<file path="config.mk">
export PLATFORM = sky130hd
export DESIGN_NAME = cabinet_io_top
export DESIGN_NICKNAME = d
export VERILOG_FILES = /design/src/cabinet_io_pkg.sv /design/src/cabinet_io_top.sv /design/src/player_controls.sv /design/src/sigma_delta_dac.sv /design/src/spi_user_io.sv
export VERILOG_INCLUDE_DIRS = /design/src
export SDC_FILE = /design/constraint.sdc
export NUM_CORES = 1
export LEC_CHECK = 0
export ABC_CLOCK_PERIOD_IN_PS = 3000
export BUFFER_PORTS_ARGS = -buffer_cell sky130_fd_sc_hd__buf_2
export CORE_MARGIN = 2
export CORE_UTILIZATION = 45
export CTS_CLUSTER_SIZE = 30
export DETAILED_ROUTE_END_ITERATION = 7
export GPL_TIMING_DRIVEN = 0
export SKIP_LAST_GASP = 1
export SYNTH_ARGS = -nofsm -noshare
export SYNTH_HDL_FRONTEND = slang
export SYNTH_SLANG_ARGS = --single-unit
</file>
<file path="constraint.sdc">
create_clock -name clk_10 -period 3 [get_ports clk_10]
set_input_delay 0.6 -clock clk_10 [delete_from_list [all_inputs] [get_ports clk_10]]
set_output_delay 0.6 -clock clk_10 [all_outputs]
set_load 0.02 [all_outputs]
</file>
<file path="src/cabinet_io_config.svh">
`ifndef CABINET_IO_CONFIG_SVH
`define CABINET_IO_CONFIG_SVH

// audio sample width into the sigma-delta dac
`define CABINET_DAC_WIDTH 16

// flip-flops per serial input before edge detection
`define CABINET_SYNC_STAGES 2

// bytes of the core status word
`define CABINET_STATUS_BYTES 4

`endif

</file>
<file path="src/cabinet_io_pkg.sv">
package cabinet_io_pkg;

	// commands from the control microcontroller
	typedef enum logic [7:0] {
		cmd_joy0    = 8'h01,
		cmd_joy1    = 8'h02,
		cmd_ps2_key = 8'h05,
		cmd_status  = 8'h1E
	} spi_cmd_e;

	// serial receiver, first byte is the command
	typedef enum logic {
		rx_cmd  = 1'b0,
		rx_data = 1'b1
	} spi_state_e;

	// ps/2 set 2 scan codes of the mapped keys
	typedef enum logic [7:0] {
		key_f1      = 8'h05,
		key_f2      = 8'h06,
		key_alt     = 8'h11,
		key_ctrl    = 8'h14,
		key_space   = 8'h29,
		key_left    = 8'h6B,
		key_down    = 8'h72,
		key_right   = 8'h74,
		key_up      = 8'h75,
		key_esc     = 8'h76,
		key_release = 8'hF0  // break prefix
	} key_code_e;

endpackage

</file>
<file path="src/cabinet_io_top.sv">
`timescale 1ns/1ps
`include "cabinet_io_config.svh"

module cabinet_io_top
	import cabinet_io_pkg::*;
(
	input  logic                          clk_10,
	input  logic                          arst_n,
	input  logic                          spi_sck,
	input  logic                          spi_di,
	input  logic                          spi_ss_io,
	input  logic [`CABINET_DAC_WIDTH-1:0] audio,
	output logic                          up,
	output logic                          down,
	output logic                          left,
	output logic                          right,
	output logic                          fire,
	output logic                          bomb,
	output logic                          start1,
	output logic                          start2,
	output logic                          coin,
	output logic                          game_reset,
	output logic [1:0]                    scanlines,
	output logic                          blend,
	output logic                          audio_out
);

	logic [7:0]  joystick_0;
	logic [7:0]  joystick_1;
	logic [31:0] status;
	logic        key_strobe;
	logic        key_pressed;
	key_code_e   key_code;

	spi_user_io user_io_i (
		.clk_10      (clk_10),
		.arst_n      (arst_n),
		.spi_sck     (spi_sck),
		.spi_di      (spi_di),
		.spi_ss_io   (spi_ss_io),
		.joystick_0  (joystick_0),
		.joystick_1  (joystick_1),
		.status      (status),
		.key_strobe  (key_strobe),
		.key_pressed (key_pressed),
		.key_code    (key_code)
	);

	player_controls controls_i (
		.clk_10      (clk_10),
		.arst_n      (arst_n),
		.key_strobe  (key_strobe),
		.key_pressed (key_pressed),
		.key_code    (key_code),
		.joystick_0  (joystick_0),
		.joystick_1  (joystick_1),
		.status      (status),
		.up          (up),
		.down        (down),
		.left        (left),
		.right       (right),
		.fire        (fire),
		.bomb        (bomb),
		.start1      (start1),
		.start2      (start2),
		.coin        (coin),
		.game_reset  (game_reset),
		.scanlines   (scanlines),
		.blend       (blend)
	);

	sigma_delta_dac dac_i (
		.clk_10    (clk_10),
		.arst_n    (arst_n),
		.audio     (audio),
		.audio_out (audio_out)
	);

endmodule

</file>
<file path="src/player_controls.sv">
`timescale 1ns/1ps

module player_controls
	import cabinet_io_pkg::*;
(
	input  logic        clk_10,
	input  logic        arst_n,
	input  logic        key_strobe,
	input  logic        key_pressed,
	input  key_code_e   key_code,
	input  logic [7:0]  joystick_0,
	input  logic [7:0]  joystick_1,
	input  logic [31:0] status,
	output logic        up,
	output logic        down,
	output logic        left,
	output logic        right,
	output logic        fire,
	output logic        bomb,
	output logic        start1,
	output logic        start2,
	output logic        coin,
	output logic        game_reset,
	output logic [1:0]  scanlines,
	output logic        blend
);

	logic btn_up;
	logic btn_down;
	logic btn_left;
	logic btn_right;
	logic btn_fire1;
	logic btn_fire2;
	logic btn_fire3;
	logic btn_start1;
	logic btn_start2;
	logic btn_coin;

	always_ff @(posedge clk_10 or negedge arst_n) begin
		if (!arst_n) begin
			btn_up     <= 1'b0;
			btn_down   <= 1'b0;
			btn_left   <= 1'b0;
			btn_right  <= 1'b0;
			btn_fire1  <= 1'b0;
			btn_fire2  <= 1'b0;
			btn_fire3  <= 1'b0;
			btn_start1 <= 1'b0;
			btn_start2 <= 1'b0;
			btn_coin   <= 1'b0;
		end else if (key_strobe) begin
			case (key_code)
				key_up:    btn_up     <= key_pressed;
				key_down:  btn_down   <= key_pressed;
				key_left:  btn_left   <= key_pressed;
				key_right: btn_right  <= key_pressed;
				key_space: btn_fire1  <= key_pressed;
				key_alt:   btn_fire2  <= key_pressed;
				key_ctrl:  btn_fire3  <= key_pressed;  // not wired to the game
				key_esc:   btn_coin   <= key_pressed;
				key_f1:    btn_start1 <= key_pressed;
				key_f2:    btn_start2 <= key_pressed;
				default: ;
			endcase
		end
	end

	// keyboard or either joystick
	assign up     = btn_up    | joystick_0[3] | joystick_1[3];
	assign down   = btn_down  | joystick_0[2] | joystick_1[2];
	assign left   = btn_left  | joystick_0[1] | joystick_1[1];
	assign right  = btn_right | joystick_0[0] | joystick_1[0];
	assign fire   = btn_fire1 | joystick_0[4] | joystick_1[4];
	assign bomb   = btn_fire2 | joystick_0[5] | joystick_1[5];
	assign start1 = btn_start1;
	assign start2 = btn_start2;
	assign coin   = btn_coin;

	assign game_reset = status[0] | status[6];  // menu reset or core reset bit
	assign scanlines  = status[4:3];
	assign blend      = status[5];

endmodule

</file>
<file path="src/sigma_delta_dac.sv">
`timescale 1ns/1ps
`include "cabinet_io_config.svh"

module sigma_delta_dac (
	input  logic                          clk_10,
	input  logic                          arst_n,
	input  logic [`CABINET_DAC_WIDTH-1:0] audio,
	output logic                          audio_out
);

	localparam int W = `CABINET_DAC_WIDTH;

	logic [W:0] acc;  // top bit holds the carry of the last add

	// first order, the carry density tracks audio / 2**W
	always_ff @(posedge clk_10 or negedge arst_n) begin
		if (!arst_n) begin
			acc <= '0;
		end else begin
			acc <= {1'b0, acc[W-1:0]} + {1'b0, audio};
		end
	end

	assign audio_out = acc[W];

endmodule

</file>
<file path="src/spi_user_io.sv">
`timescale 1ns/1ps
`include "cabinet_io_config.svh"

module spi_user_io
	import cabinet_io_pkg::*;
(
	input  logic        clk_10,
	input  logic        arst_n,
	input  logic        spi_sck,
	input  logic        spi_di,
	input  logic        spi_ss_io,
	output logic [7:0]  joystick_0,
	output logic [7:0]  joystick_1,
	output logic [31:0] status,
	output logic        key_strobe,
	output logic        key_pressed,
	output key_code_e   key_code
);

	localparam int SYNC  = `CABINET_SYNC_STAGES;
	localparam int IDX_W = $clog2(`CABINET_STATUS_BYTES) + 1;

	logic [SYNC-1:0]  sck_sync;
	logic [SYNC-1:0]  di_sync;
	logic [SYNC-1:0]  ss_sync;
	logic             sck_d;
	logic             sck_rise;
	logic             ss_high;
	logic [6:0]       shift;
	logic [2:0]       bit_cnt;
	logic [7:0]       rx_byte;
	spi_state_e       state;
	spi_cmd_e         cmd;
	logic [IDX_W-1:0] status_idx;
	logic             release_flag;

	always_ff @(posedge clk_10 or negedge arst_n) begin
		if (!arst_n) begin
			sck_sync <= '0;
			di_sync  <= '0;
			ss_sync  <= '0;
			sck_d    <= 1'b0;
		end else begin
			sck_sync <= {sck_sync[SYNC-2:0], spi_sck};
			di_sync  <= {di_sync[SYNC-2:0], spi_di};
			ss_sync  <= {ss_sync[SYNC-2:0], spi_ss_io};
			sck_d    <= sck_sync[SYNC-1];
		end
	end

	assign sck_rise = sck_sync[SYNC-1] & ~sck_d;
	assign ss_high  = ss_sync[SYNC-1];
	assign rx_byte  = {shift, di_sync[SYNC-1]};  // msb first

	always_ff @(posedge clk_10 or negedge arst_n) begin
		if (!arst_n) begin
			shift        <= '0;
			bit_cnt      <= '0;
			state        <= rx_cmd;
			cmd          <= spi_cmd_e'(8'h00);
			status_idx   <= '0;
			release_flag <= 1'b0;
			joystick_0   <= '0;
			joystick_1   <= '0;
			status       <= '0;
			key_strobe   <= 1'b0;
			key_pressed  <= 1'b0;
			key_code     <= key_code_e'(8'h00);
		end else begin
			key_strobe <= 1'b0;
			if (ss_high) begin  // deselect drops a partial byte
				bit_cnt    <= '0;
				state      <= rx_cmd;
				status_idx <= '0;
			end else if (sck_rise) begin
				shift   <= rx_byte[6:0];
				bit_cnt <= bit_cnt + 3'd1;
				if (bit_cnt == 3'd7) begin
					case (state)
						rx_cmd: begin
							cmd   <= spi_cmd_e'(rx_byte);
							state <= rx_data;
						end
						rx_data: begin
							case (cmd)
								cmd_joy0: joystick_0 <= rx_byte;
								cmd_joy1: joystick_1 <= rx_byte;
								cmd_status: begin
									// lsb first, extra bytes dropped
									if (status_idx < IDX_W'(`CABINET_STATUS_BYTES)) begin
										status[status_idx*8 +: 8] <= rx_byte;
										status_idx <= status_idx + 1'b1;
									end
								end
								cmd_ps2_key: begin
									if (rx_byte == key_release) begin
										release_flag <= 1'b1;
									end else if (rx_byte != 8'hE0) begin
										key_strobe   <= 1'b1;
										key_code     <= key_code_e'(rx_byte);
										key_pressed  <= ~release_flag;
										release_flag <= 1'b0;
									end
								end
								default: ;  // unknown command, wait for deselect
							endcase
						end
					endcase
				end
			end
		end
	end

endmodule
</file>
### Word-level counts from Yosys, hierarchy flattened

Cells that the tools add are included.

* word-level logic and storage cells: 113
* bits in registers: 110

* bitwise logic cells: 19
* shift operators: 2
* reductions and logical operators: 24
* $lt $le $gt $ge: 1
* add/subtract/negate cells: 4
* equal/unequal tests: 16
* muxes and demuxes: 21

Operators by type and width (count)
* $eq 8x7->1 const B: 5
* $neg 6->34: 1
* $shift 8x34->32 const A: 1
* $shiftx 8x34->32: 1
* $bwmux 32: 1
* $eq 8x3->1 const B: 3
* $mux 3: 8
* $reduce_and 2->1: 11
* $add 16x16->17: 1
* $eq 8x5->1 const B: 2
* $reduce_and 5->1: 3
* $or 1x1->1: 13
* $mux 1: 12
* $reduce_and 6->1: 2
* $reduce_bool 2->1: 6
* $eq 8x1->1 const B: 1
* $eq 8x2->1 const B: 1
* $eq 8x6->1 const B: 1
* $eq 8x8->1 const B: 1
* $ne 8x8->1 const B: 1
* $reduce_and 7->1: 1
* $add 3x1->3 const B: 2
* $not 1->1: 5
* $reduce_and 4->1: 1
* other kinds (3): 3

### Longest topological paths before layout

Gate-level depths: netlist of run 1.

* word-level depth: 8
* gate-level depth with buffers: 8

### Modules after synthesis

A second synthesis of run 1 with hierarchy kept.

* cell total of the unflattened synthesis: 444
* area, all modules: 5489.0 um^2

By module, submodules not included
* spi_user_io: area each 3724.8 um^2, times used 1, seq. area each 2202.1 um^2, cells each 269
* sigma_delta_dac: area each 1211.2 um^2, times used 1, seq. area each 425.4 um^2, cells each 127
* player_controls: area each 553.0 um^2, times used 1, seq. area each 225.2 um^2, cells each 48

### Least setup slack after synthesis of run 1

Ideal clock, no wire load.

* path kind: input to register
* from: in audio[0]
* to: reg dac_i.acc[12]
* library setup time: 0.071 ns
* path slack: 0.796 ns
* stages: 7
* arrival time: 2.132 ns
* buffers on the path: 0
* cells stage by stage: ha_1 fa_1 a21o_1 a31o_2 nand3_1 mux2_2 nor2_1

* cells in the longest elaborated chain, start to end: 1

RTL lines
* start, declared: line cabinet_io_top.sv:12 `` input logic [`CABINET_DAC_WIDTH-1:0] audio, ``
* $add 16x16->17: line sigma_delta_dac.sv:20 `acc <= {1'b0, acc[W-1:0]} + {1'b0, audio};`
* end signal, assigned: line sigma_delta_dac.sv:20
* end, declared: line sigma_delta_dac.sv:13 `logic [W:0] acc;`

No other way between the ends.
A chain may end at the register's enable or synchronous reset.

### Final worst setup path of run 1

* from: reg user_io_i.bit_cnt[0]
* to: reg user_io_i.joystick_1[3]

* cells in the longest elaborated chain, start to end: 2

RTL lines
* start, declared: line spi_user_io.sv:30 `logic [2:0] bit_cnt;`
* start signal, assigned: line spi_user_io.sv:77 `bit_cnt <= bit_cnt + 3'd1;`
* $eq 3x3->1: line spi_user_io.sv:78 `if (bit_cnt == 3'd7) begin`
* $reduce_and 5->1 (no line)
* end signal, assigned: line spi_user_io.sv:87 `cmd_joy1: joystick_1 <= rx_byte;`
* end, declared: line spi_user_io.sv:13 `output logic [7:0] joystick_1,`

No other way between the ends.

==> out/qor.json, run 1 <==
{
  "timing": {
    "fin_crit_sh_pct": 74.2,
    "final.setup_skew_ns": 0.0163,
    "rsz0062_at_grt": "false",
    "maxSlewViolCount": 0,
    "final.setup.tns_ns": 0,
    "max-slew-margin-rel_pct": 44.8,
    "hold_viol": 0,
    "max_clock_freq_ghz": 0.449,
    "report.final.setup_viol": 0,
    "timing_worst_slew_pin_value_ns": 0.821,
    "final_period_minus_worst_setup_slack_ns": 2.23
  },
  "synthesis": {
    "synth_xor_xnor_area_share_pct": 3.12,
    "ys_warn_count": 0,
    "postSynth.asyncResetShare_pct": 100,
    "synth-adder-area-share_pct": 7.20,
    "largest_family_of_logic_cells_by_synthesized_area": "simple AND/OR/NAND/NOR gates",
    "synth.cell_area_um2": 3930,
    "ys_seq_elements": 83,
    "synth_simple_gate_area_share_pct": 13.1,
    "synth_nets": 372,
    "synth_enable_flop_cells": 0,
    "synth_cells": 329,
    "synth_seq_area_share_pct": 52.8,
    "primary_ff_master_synth": "dfrtp_1",
    "yosys-mux-area-fraction_pct": 11.9,
    "yosysUniqueCellTypes": 52,
    "avgSynthCellArea_um2": 11.9,
    "synth_area_in_compound_gates_pct": 9.93
  },
  "critical_path": {
    "timing.reg2reg.worst_path_depth": 6,
    "start_kind": "flip-flop",
    "cpLargestDelayFamily": "simple AND/OR/NAND/NOR gates",
    "critPathBufInv": 0,
    "path_common_cell": "ha_1",
    "path_cells": "ha_1, ha_1, and4bb_1, nand4b_1, nor3b_2, mux2_2",
    "critPathSlowestCell": "nor3b_2",
    "source_of_the_critical_timing_path": "user_io_i.bit_cnt[0]",
    "timing_worst_setup_path_type": "reg -> reg",
    "timing.critical_path.slowest_cell_delay_ns": 0.60,
    "critical_path_peak_fanout": 6,
    "timing.rr.start": "user_io_i.bit_cnt[0]",
    "timing.rr.end": "user_io_i.joystick_1[3]",
    "end_kind": "flip-flop",
    "critPathRequiredTime_ns": 3.23,
    "worst_ep_arrival_time_ns": 2.46,
    "r2r_slack_ns": 0.77
  },
  "finish": {
    "post_route_cells_drive_above_1_share_pct": 26.1,
    "final_cell_mix": "dfrtp_1, buf_2, mux2_2, nand2_1, ha_1",
    "diodes": 0,
    "layout_commonest_cell": "dfrtp_1",
    "layout-area-overhead-vs-synth_pct": 14.5,
    "nNetsFinal": 418
  },
  "power_and_ir_drop": {
    "power.static_leakage_nw": 2.19,
    "vdd.ir_drop.worst_uv": 388,
    "finalPower_mw": 3.36,
    "pwr_density_cell_nw_per_um2": 746
  },
  "global_route": {
    "overflow": 0,
    "vias_in_the_first_global_route": 2616,
    "wire_length_of_the_first_global_routing_pass_um": 12200,
    "grt_util_all_layers_pct": 15.8,
    "antenna_found_initial": 0,
    "grt_start_max_net_pins": 60
  },
  "floorplan": {
    "initial_cell_density_of_the_core_pct": 45.7,
    "core.rowCount": 34,
    "die_x_um": 97.5,
    "die_area_um2": 9500,
    "fp.coreArea_um2": 8590,
    "top_level_ports": 35,
    "dieHeight_um": 97.5
  },
  "routing": {
    "route.antenna.remaining_nets": 0,
    "finalWirelength_um": 7090,
    "vias": 2611,
    "viasPerCell": 5.35,
    "drt_iter0_drc": 58,
    "wire_per_inst_um": 14.5,
    "detailedRoute.firstPassIterationCount": 6,
    "remaining_drc_errors": 0
  },
  "placed_design": {
    "gp_congestion": 0.844,
    "dp.final_hpwl_um": 5120,
    "io_buffer_count": 34
  },
  "cts": {
    "cts_root_buf": "clkbuf_8",
    "cts.repair.resized": 0,
    "clk_pin_slew_worst_paths_ns": 0.09,
    "post_cts_setup_driven_buffer_insertion_count": 0,
    "cts.sinks": 83,
    "clock_tree.buffer_depth": 2,
    "cts_buffers": 9,
    "cts_htree_levels": 3,
    "cts_hold_buf": 0,
    "clkLatencyLatePin_ns": 0.35,
    "tritoncts": "built"
  },
  "status": {
    "run_status": "complete, no violations"
  },
  "hold_path": {
    "hold_crit_class": "in -> async"
  },
  "flow_run": {
    "max_cap_violations": 0
  }
}
how the worst max path moves through the flow:
stage	endpoint	slack, ns	cells after the start
2_1_floorplan	dac_i.acc[12]	0.80	7
3_3_place_gp	dac_i.acc[16]	0.52	8
3_5_place_dp	dac_i.acc[16]	0.52	8
4_1_cts	user_io_i.status[3]	0.77	7
5_1_grt	user_io_i.status[3]	0.51	7
6_report	user_io_i.joystick_1[3]	0.77	6
per-layer routing:
metal / track usage, % / wire, um
met1: 20.7 / 3330
met5: 0 / 0
met3: 3.24 / 207
met4: 5.13 / 72
met2: 26.5 / 3480
through the flow:
stage	cell area (um^2)	hold WS, ns	cells	utilization (%)	setup slack (ns)
final	4500	0.148	488	52.3	0.773
after global routing	4500	0.154	488	52.3	0.505
after CTS	4500	0.147	488	52.3	0.773
after detailed placement	4270	0.341	472	49.6	0.522
after global placement	4240	0.333	471	49.3	0.522
after floorplan	3930	0.304	329	-	0.796
final cells by class:
class	count	area [um^2]
plain buffers	7	42.5
clock buffers	10	138
clock inverters	6	95.1
fillers	770	4100
inverters	8	30.0
multi-input cells	231	1780
flip-flops and latches	83	2080
well taps	108	135
repair buffers	35	200
flip-flops by register name (all words and copies together) (netlist names), 2 cells and up:
name                  cells
dac_i.acc                17
user_io_i.ss_sync         2
user_io_i.bit_cnt         3
user_io_i.di_sync         2
user_io_i.key_code        8
user_io_i.joystick_0      6
user_io_i.status          5
user_io_i.sck_sync        2
user_io_i.status_idx      3
user_io_i.shift           7
user_io_i.joystick_1      6
user_io_i.cmd             8
kinds of logic (layout without fill, tap and decap cells):
kind of cell             after synthesis  count (layout)
buffers and inverters                 15              66
adder cells (fa/ha/maj)               22              22
flip-flops                            83              83
AO/OA/AOI/OAI                         61              61
multiplexers                          42              42
XOR/XNOR                              14              14
AND/OR/NAND/NOR                       92              92
power by group:
| group | leakage [nW] | switching, mW | total (mW) | internal [mW] |
|---|---|---|---|---|
| logic | 0.981 | 0.555 | 1.02 | 0.470 |
| clock network | 0.117 | 0.410 | 0.910 | 0.501 |
| registers | 1.09 | 0.130 | 1.42 | 1.29 |
cell usage after synthesis (all sizes together), types with 4 or more instances:
cell	number	area, um^2
nor2b	5	31.3
o21ai	17	85.1
nand2	24	90.1
nand4	4	31.3
a21o	5	37.5
buf	4	31.3
or3	7	43.8
a21oi	16	83.8
dfrtp	83	2080
xor2	6	52.6
inv	8	30.0
nor3	9	55.1
ha	21	263
nand3	10	50.1
mux2	39	439
a31oi	4	25.0
nor2	12	45.0
xnor2	8	70.1
(Power assumes the default switching activity.)
==> inputs of run 2 (changes only) <==
- ABC_CLOCK_PERIOD_IN_PS: 3000 -> 2100
- clock period: 3 -> 2.1 ns (I/O delays scaled with it)
==> run 2 against run 1 <==
Effect of this change:
- global-route usage grew 0.25 points
- clock skew shrank 0.00050 ns
- via count grew 2.2%
- sequential share of layout area shrank 1.9 points
- first-iteration DRC count grew 31%
- clock-buffer cell count is the same
- core utilization grew 2.2 points
- maximum frequency grew 8.8%
- highest routed layer unchanged
- register-to-register slack lost 0.72 ns
- non-clock buffer count grew 11
- largest power group unchanged
- critical path depth grew 2
==> out/qor.json, run 2 (same netlist as run 1, synthesis figures left out) <==
{
  "finish": {
    "final_cell_mix": {"value": "dfrtp_1, buf_2, mux2_2, nand2_1, ha_1", "change": "unchanged"},
    "registers.top_by_ff_count": {"value": "dac_i.acc", "change": "unchanged"},
    "layout_commonest_cell": {"value": "dfrtp_1", "change": "unchanged"},
    "diodes": {"value": 0, "change": "unchanged"},
    "layout-area-overhead-vs-synth": {"value": 19.3, "unit": "%", "change": "was 14.5%"},
    "nNetsFinal": {"value": 429, "change": "was 418"},
    "top_regs": {"value": "dac_i.acc: 17 flops, user_io_i.cmd: 8 flops, user_io_i.key_code: 8 flops", "change": "unchanged"},
    "largest_register_ffs": {"value": 17, "change": "unchanged"},
    "final_util": {"value": 54.6, "unit": "%", "change": "was 52.3%"},
    "post_route_cells_drive_above_1_share": {"value": 30.4, "unit": "%", "change": "was 26.1%"}
  },
  "timing": {
    "maxSlewViolCount": {"value": 0, "change": "unchanged"},
    "max-slew-margin-rel": {"value": 58.0, "unit": "%", "change": "was 44.8%"},
    "report.final.setup_viol": {"value": 0, "change": "unchanged"},
    "hold_viol": {"value": 0, "change": "unchanged"},
    "final_period_minus_worst_setup_slack": {"value": 2.05, "unit": "ns", "change": "was 2.23 ns"},
    "fin_crit_sh": {"value": 97.5, "unit": "%", "change": "was 74.2%"},
    "max_clock_freq": {"value": 0.489, "unit": "GHz", "change": "was 0.449 GHz"},
    "final.setup_skew": {"value": 0.0158, "unit": "ns", "change": "was 0.0163 ns"},
    "setup_ws": {"value": 0.0531, "unit": "ns", "change": "was 0.773 ns"},
    "timing_worst_slew_pin_value": {"value": 0.626, "unit": "ns", "change": "was 0.821 ns"}
  },
  "critical_path": {
    "timing.rr.end": {"value": "user_io_i.key_code[0]", "change": "was user_io_i.joystick_1[3]"},
    "critical_path_peak_fanout": {"value": 4, "change": "was 6"},
    "critPathRequiredTime": {"value": 2.34, "unit": "ns", "change": "was 3.23 ns"},
    "r2r_slack": {"value": 0.05, "unit": "ns", "change": "was 0.77 ns"},
    "timing_worst_setup_path_type": {"value": "reg -> reg", "change": "unchanged"},
    "start_kind": {"value": "flip-flop", "change": "unchanged"},
    "timing.reg2reg.worst_path_depth": {"value": 8, "change": "was 6"},
    "end_kind": {"value": "flip-flop", "change": "unchanged"},
    "timing.rr.start": {"value": "user_io_i.bit_cnt[1]", "change": "was user_io_i.bit_cnt[0]"},
    "worst_ep_arrival_time": {"value": 2.28, "unit": "ns", "change": "was 2.46 ns"}
  },
  "power_and_ir_drop": {
    "power.static_leakage": {"value": 2.26, "unit": "nW", "change": "was 2.19 nW"},
    "vdd.ir_drop.worst": {"value": 554, "unit": "uV", "change": "was 388 uV"},
    "pwr_density_cell": {"value": 1030, "unit": "nW/um^2", "change": "was 746 nW/um^2"}
  },
  "hold_path": {
    "worst_hold_path.num_cells": 1,
    "hold_crit_class": {"value": "in -> reg", "change": "was in -> async"},
    "hold_start": "spi_ss_io",
    "hold_worst_path_end": "user_io_i.ss_sync[0]"
  },
  "routing": {
    "route.antenna.remaining_nets": {"value": 0, "change": "unchanged"},
    "vias": {"value": 2668, "change": "was 2611"},
    "detailedRoute.firstPassIterationCount": {"value": 4, "change": "was 6"},
    "finalWirelength": {"value": 7250, "unit": "um", "change": "was 7090 um"},
    "wire_per_inst": {"value": 14.5, "unit": "um", "change": "about the same"},
    "drt_iter0_drc": {"value": 76, "change": "was 58"},
    "viasPerCell": {"value": 5.35, "change": "about the same"},
    "remaining_drc_errors": {"value": 0, "change": "unchanged"}
  },
  "global_route": {
    "use_met2": {"value": 26.2, "unit": "%", "change": "was 26.5%"},
    "wire_length_of_the_first_global_routing_pass": {"value": 12400, "unit": "um", "change": "was 12200 um"},
    "grtUsageMet3": {"value": 3.24, "unit": "%", "change": "unchanged"},
    "grt_util_all_layers": {"value": 16.1, "unit": "%", "change": "was 15.8%"},
    "grt.met1_usage": {"value": 21.5, "unit": "%", "change": "was 20.7%"},
    "overflow": {"value": 0, "change": "unchanged"},
    "antenna_found_initial": {"value": 0, "change": "unchanged"},
    "grt_start_max_net_pins": {"value": 60, "change": "unchanged"},
    "gr-max-usage-layer": {"value": "met2", "change": "unchanged"},
    "vias_in_the_first_global_route": {"value": 2640, "change": "was 2616"}
  },
  "floorplan": {
    "die_area": {"value": 9500, "unit": "um^2", "change": "unchanged"},
    "die_x": {"value": 97.5, "unit": "um", "change": "unchanged"},
    "initial_cell_density_of_the_core": {"value": 45.7, "unit": "%", "change": "unchanged"},
    "fp.coreArea": {"value": 8590, "unit": "um^2", "change": "unchanged"},
    "top_level_ports": {"value": 35, "change": "unchanged"},
    "dieHeight": {"value": 97.5, "unit": "um", "change": "unchanged"},
    "core.rowCount": {"value": 34, "change": "unchanged"}
  },
  "cts": {
    "clk_pin_slew_worst_paths": {"value": 0.09, "unit": "ns", "change": "about the same"},
    "cts_root_buf": {"value": "clkbuf_8", "change": "unchanged"},
    "cts_buffers": {"value": 9, "change": "unchanged"},
    "cts.sinks": {"value": 83, "change": "unchanged"},
    "clkLatencyLatePin": {"value": 0.35, "unit": "ns", "change": "about the same"},
    "tritoncts": {"value": "built", "change": "unchanged"},
    "clock_tree.buffer_depth": {"value": 2, "change": "unchanged"},
    "cts_htree_levels": {"value": 3, "change": "unchanged"}
  },
  "placed_design": {
    "post-place-ws": {"value": -0.198, "unit": "ns", "change": "was 0.522 ns"},
    "dp.final_hpwl": {"value": 5120, "unit": "um", "change": "unchanged"},
    "gp_congestion": {"value": 0.844, "change": "unchanged"},
    "io_buffer_count": {"value": 34, "change": "unchanged"}
  },
  "flow_run": {
    "max_cap_violations": {"value": 0, "change": "unchanged"}
  },
  "status": {
    "run_status": {"value": "complete, no violations", "change": "unchanged"}
  }
}
## run 2: cell types whose count changed in the layout (fill, tap and decap cells not counted), moves of 2 or more
cell,previous run,this run
buf_4,3,11
ha_1,21,18
nand3_1,10,8
ha_4,0,2
buf_12,0,2
## run 2: through the flow
stage | hold slack, ns | cell area (um^2) | cells | total power [mW] | TNS, ns
after detailed placement | 0.341 | 4270 | 472 | 3.54 | -1.92
after CTS | 0.164 | 4560 | 492 | 4.86 | -0.00229
final | 0.179 | 4690 | 499 | 4.82 | 0
after floorplan | 0.124 | 3930 | 329 | 3.16 | 0
after global placement | 0.333 | 4240 | 471 | 3.49 | -6.51
after global routing | 0.156 | 4690 | 499 | 5.18 | -0.0848
## run 2: what timing repair did
action / 4_1_cts / 5_1_grt
buffers inserted: 3 / 6
hold buffers: 1 / 0
endpoints found under the setup margin: 25 / 23
pin swaps: 1 / 3
resized for setup: 6 / 12
gates cloned: 0 / 1
endpoints found under the hold margin: 24 / 0
## run 2: worst max-delay path, cell delays in order, from the launching register on
cell and delay, ns:
dfrtp_1 0.41, ha_4 0.16, ha_4 0.12, and4bb_2 0.26, and4_4 0.25, nand3_4 0.09
a21oi_4 0.17, buf_4 0.17, mux2_1 0.31
## run 2: area by class of cell
type | count | area, um^2
buffer | 7 | 42.5
clock buffer | 10 | 138
clock inverter | 6 | 95.1
fill | 758 | 3900
inverter | 8 | 30.0
multi-input combinational | 231 | 1860
sequential | 83 | 2080
tap | 108 | 135
timing repair buffer | 46 | 310
## run 2: where the power goes
part	switching [mW]	internal [mW]	total, mW
clock network	0.585	0.715	1.30
registers	0.187	1.85	2.03
logic	0.806	0.685	1.49
total	1.58	3.25	4.82
## run 2: worst max-delay path by stage
stage,to,start,slack (ns),cells past startpoint
3_3_place_gp,dac_i.acc[16],audio[0],-0.20,8
5_1_grt,user_io_i.key_code[0],user_io_i.bit_cnt[1],-0.02,8
2_1_floorplan,dac_i.acc[12],audio[0],0.08,7
4_1_cts,user_io_i.joystick_1[4],user_io_i.bit_cnt[0],-0.002,6
3_5_place_dp,dac_i.acc[16],audio[0],-0.20,8
6_report,user_io_i.key_code[0],user_io_i.bit_cnt[1],0.05,8
## run 2: metal layers
| metal | part of all wire [%] | vias to the layer above |
|---|---|---|
| li1 | - | 1328 |
| met1 | 47 | 1296 |
| met2 | 48 | 35 |
| met3 | 3.1 | 9 |
| met4 | 1.7 | 0 |
| met5 | 0 | - |
==> inputs of run 3 (changes only) <==
--- a/config.mk
+++ b/config.mk
@@ -14,4 +14,5 @@
 export DETAILED_ROUTE_END_ITERATION = 7
 export GPL_TIMING_DRIVEN = 0
+export PLACE_DENSITY_LB_ADDON = 0.25
 export SKIP_LAST_GASP = 1
 export SYNTH_ARGS = -nofsm -noshare
==> constraint.sdc (replaced) <==
create_clock -name clk_10 -period 2.1 [get_ports clk_10]
set_input_delay 0.525 -clock clk_10 [delete_from_list [all_inputs] [get_ports clk_10]]
set_output_delay 0.525 -clock clk_10 [all_outputs]
set_load 0.02 [all_outputs]
==> run 3 against run 2 <==
Effect of this change:
- die area is the same
- largest cell class unchanged
- largest power group unchanged
- critical path type unchanged
- sequential share of layout area increased by 0.50 points
- non-clock buffer count shrank 2
==> out/qor.json, run 3 (same netlist as run 1, synthesis figures left out) <==
{
  "cts": {
    "cts_htree_levels": {"value": 3, "change": "unchanged"},
    "cts_root_buf": {"value": "clkbuf_8", "change": "unchanged"},
    "clkLatencyLatePin": {"value": 0.36, "unit": "ns", "change": "was 0.35 ns"},
    "cts_buffers": {"value": 9, "change": "unchanged"},
    "clock_tree.buffer_depth": {"value": 2, "change": "unchanged"},
    "cts.sinks": {"value": 83, "change": "unchanged"},
    "tritoncts": {"value": "built", "change": "unchanged"},
    "cts_hold_buf": {"value": 0, "change": "was 1"},
    "clk_pin_slew_worst_paths": {"value": 0.10, "unit": "ns", "change": "was 0.09 ns"}
  },
  "floorplan": {
    "core.rowCount": {"value": 34, "change": "unchanged"},
    "top_level_ports": {"value": 35, "change": "unchanged"},
    "dieHeight": {"value": 97.5, "unit": "um", "change": "unchanged"},
    "die_x": {"value": 97.5, "unit": "um", "change": "unchanged"},
    "initial_cell_density_of_the_core": {"value": 45.7, "unit": "%", "change": "unchanged"},
    "die_area": {"value": 9500, "unit": "um^2", "change": "unchanged"},
    "fp.coreArea": {"value": 8590, "unit": "um^2", "change": "unchanged"}
  },
  "critical_path": {
    "source_of_the_critical_timing_path": {"value": "user_io_i.bit_cnt[0]", "change": "was user_io_i.bit_cnt[1]"},
    "timing.critical_path.slowest_cell_delay": {"value": 0.36, "unit": "ns", "change": "was 0.41 ns"},
    "timing_worst_setup_path_type": {"value": "reg -> reg", "change": "unchanged"},
    "cpLargestDelayFamily": {"value": "simple AND/OR/NAND/NOR gates", "change": "unchanged"},
    "timing.rr.start": {"value": "user_io_i.bit_cnt[0]", "change": "was user_io_i.bit_cnt[1]"},
    "timing.reg2reg.worst_path_depth": {"value": 8, "change": "unchanged"},
    "critPathSlowestCell": {"value": "dfrtp_1", "change": "unchanged"},
    "path_cells": {"value": "ha_1, ha_1, and4bb_2, buf_4, nand4b_1, nor3b_4, buf_12, mux2_2", "change": "was ha_4, ha_4, and4bb_2, and4_4, nand3_4, a21oi_4, buf_4, mux2_1"},
    "timing.rr.end": {"value": "user_io_i.joystick_1[3]", "change": "was user_io_i.key_code[0]"},
    "critPathBufInv": {"value": 2, "change": "was 1"},
    "worst_ep_arrival_time": {"value": 2.27, "unit": "ns", "change": "was 2.28 ns"},
    "path_common_cell": {"value": "ha_1", "change": "was ha_4"},
    "end_kind": {"value": "flip-flop", "change": "unchanged"},
    "critPathRequiredTime": {"value": 2.34, "unit": "ns", "change": "about the same"},
    "start_kind": {"value": "flip-flop", "change": "unchanged"},
    "r2r_slack": {"value": 0.07, "unit": "ns", "change": "was 0.05 ns"},
    "critical_path_peak_fanout": {"value": 6, "change": "was 4"}
  },
  "finish": {
    "final_cell_mix": {"value": "dfrtp_1, buf_2, mux2_2, nand2_1, ha_1", "change": "unchanged"},
    "layout-area-overhead-vs-synth": {"value": 18.0, "unit": "%", "change": "was 19.3%"},
    "seq_area": {"value": 2080, "unit": "um^2", "change": "unchanged"},
    "diodes": {"value": 0, "change": "unchanged"},
    "multi_input_area": {"value": 1830, "unit": "um^2", "change": "was 1860 um^2"},
    "nNetsFinal": {"value": 427, "change": "was 429"},
    "layout_commonest_cell": {"value": "dfrtp_1", "change": "unchanged"},
    "num-fill-cells": {"value": 752, "change": "was 758"},
    "largest_register_ffs": {"value": 17, "change": "unchanged"},
    "top_regs": {"value": "dac_i.acc: 17 flops, user_io_i.cmd: 8 flops, user_io_i.key_code: 8 flops", "change": "unchanged"},
    "post_route_cells_drive_above_1_share": {"value": 29.6, "unit": "%", "change": "was 30.4%"},
    "fin_cells": {"value": 497, "change": "was 499"},
    "registers.top_by_ff_count": {"value": "dac_i.acc", "change": "unchanged"}
  },
  "routing": {
    "drt_iter0_drc": {"value": 76, "change": "unchanged"},
    "route.antenna.remaining_nets": {"value": 0, "change": "unchanged"},
    "vias": {"value": 2666, "change": "was 2668"},
    "detailedRoute.firstPassIterationCount": {"value": 4, "change": "unchanged"},
    "remaining_drc_errors": {"value": 0, "change": "unchanged"},
    "viasPerCell": {"value": 5.36, "change": "was 5.35"},
    "wire_per_inst": {"value": 14.6, "unit": "um", "change": "was 14.5 um"},
    "finalWirelength": {"value": 7240, "unit": "um", "change": "was 7250 um"}
  },
  "timing": {
    "report.final.setup_viol": {"value": 0, "change": "unchanged"},
    "final_period_minus_worst_setup_slack": {"value": 2.03, "unit": "ns", "change": "was 2.05 ns"},
    "maxSlewViolCount": {"value": 0, "change": "unchanged"},
    "max-slew-margin-rel": {"value": 56.2, "unit": "%", "change": "was 58.0%"},
    "max_clock_freq": {"value": 0.492, "unit": "GHz", "change": "was 0.489 GHz"},
    "hold_viol": {"value": 0, "change": "unchanged"},
    "final.setup_skew": {"value": 0.0174, "unit": "ns", "change": "was 0.0158 ns"},
    "fin_crit_sh": {"value": 96.8, "unit": "%", "change": "was 97.5%"},
    "rsz0062_at_grt": "true",
    "timing_worst_slew_pin_value": {"value": 0.654, "unit": "ns", "change": "was 0.626 ns"}
  },
  "power_and_ir_drop": {
    "vdd.ir_drop.worst": {"value": 672, "unit": "uV", "change": "was 554 uV"},
    "finalPower": {"value": 4.81, "unit": "mW", "change": "was 4.82 mW"},
    "pwr_density_cell": {"value": 1040, "unit": "nW/um^2", "change": "was 1030 nW/um^2"},
    "power.static_leakage": {"value": 2.25, "unit": "nW", "change": "was 2.26 nW"}
  },
  "global_route": {
    "overflow": {"value": 0, "change": "unchanged"},
    "grt_start_max_net_pins": {"value": 61, "change": "was 60"},
    "antenna_found_initial": {"value": 0, "change": "unchanged"},
    "grt_util_all_layers": {"value": 16.4, "unit": "%", "change": "was 16.1%"},
    "vias_in_the_first_global_route": {"value": 2643, "change": "was 2640"},
    "wire_length_of_the_first_global_routing_pass": {"value": 12600, "unit": "um", "change": "was 12400 um"}
  },
  "flow_run": {
    "max_cap_violations": {"value": 0, "change": "unchanged"}
  },
  "status": {
    "run_status": {"value": "complete, no violations", "change": "unchanged"}
  },
  "hold_path": {
    "hold_crit_class": {"value": "in -> async", "change": "was in -> reg"}
  },
  "placed_design": {
    "dp.final_hpwl": {"value": 5060, "unit": "um", "change": "was 5120 um"},
    "io_buffer_count": {"value": 34, "change": "unchanged"},
    "dp.cells": {"value": 472, "change": "unchanged"},
    "gp_congestion": {"value": 0.864, "change": "was 0.844"}
  }
}
[run 3: timing repair]
action | 4_1_cts | 5_1_grt
cloned | 0 | 1
setup buffers | 5 | 3
pin swaps | 0 | 1
setup endpoints to repair | 24 | 27
gates resized for setup | 5 | 7
[run 3: layer usage]
metal | track usage, % | vias up | wire [um]
met3 | 3.38 | 7 | 167
met5 | 0 | - | 0
met4 | 6.09 | 0 | 100
met2 | 25.8 | 26 | 3540
li1 | - | 1319 | -
met1 | 22.6 | 1314 | 3440
[run 3: report_power, final]
part	internal [mW]	switching, mW	total, mW	leakage [nW]
combinational	0.683	0.812	1.50	1.04
clock	0.689	0.596	1.29	0.115
sequential	1.85	0.184	2.03	1.09
total	3.22	1.59	4.81	2.25
[run 3: final cells by class]
cell class	instances	share of cell area, %
clock inverter	7	2.24
clock buffer	9	2.67
timing repair buffer	44	6.31
multi-input combinational	231	39.5
buffer	7	0.917
tap	108	2.91
inverter	8	0.648
sequential	83	44.8
[run 3: metrics by stage]
stage | TNS (ns) | instance area (um^2) | setup slack [ns] | hold slack [ns] | util, %
2_1_floorplan | 0 | 3930 | 0.0212 | 0.229 | -
3_3_place_gp | -14.79 | 4240 | -0.241 | 0.334 | 49.3
3_5_place_dp | -2.55 | 4270 | -0.273 | 0.336 | 49.7
4_1_cts | 0 | 4560 | 0.0138 | 0.0499 | 53.1
5_1_grt | -0.106 | 4640 | -0.0286 | 0.0450 | 54.0
6_report | 0 | 4640 | 0.0666 | 0.0515 | 54.0
[run 3: worst max-delay path by stage]
stage | depth (start not counted) | to
5_1_grt | 8 | user_io_i.joystick_1[4]
4_1_cts | 8 | user_io_i.key_code[4]
6_report | 8 | user_io_i.joystick_1[3]
2_1_floorplan | 7 | dac_i.acc[12]
3_5_place_dp | 8 | dac_i.acc[16]
3_3_place_gp | 8 | dac_i.acc[16]
[run 3: worst register-to-register path, stage by stage (launching register included)]
cell	delay [ns]
dfrtp_1	0.36
ha_1	0.15
ha_1	0.16
and4bb_2	0.26
buf_4	0.13
nand4b_1	0.15
nor3b_4	0.24
buf_12	0.15
mux2_2	0.33
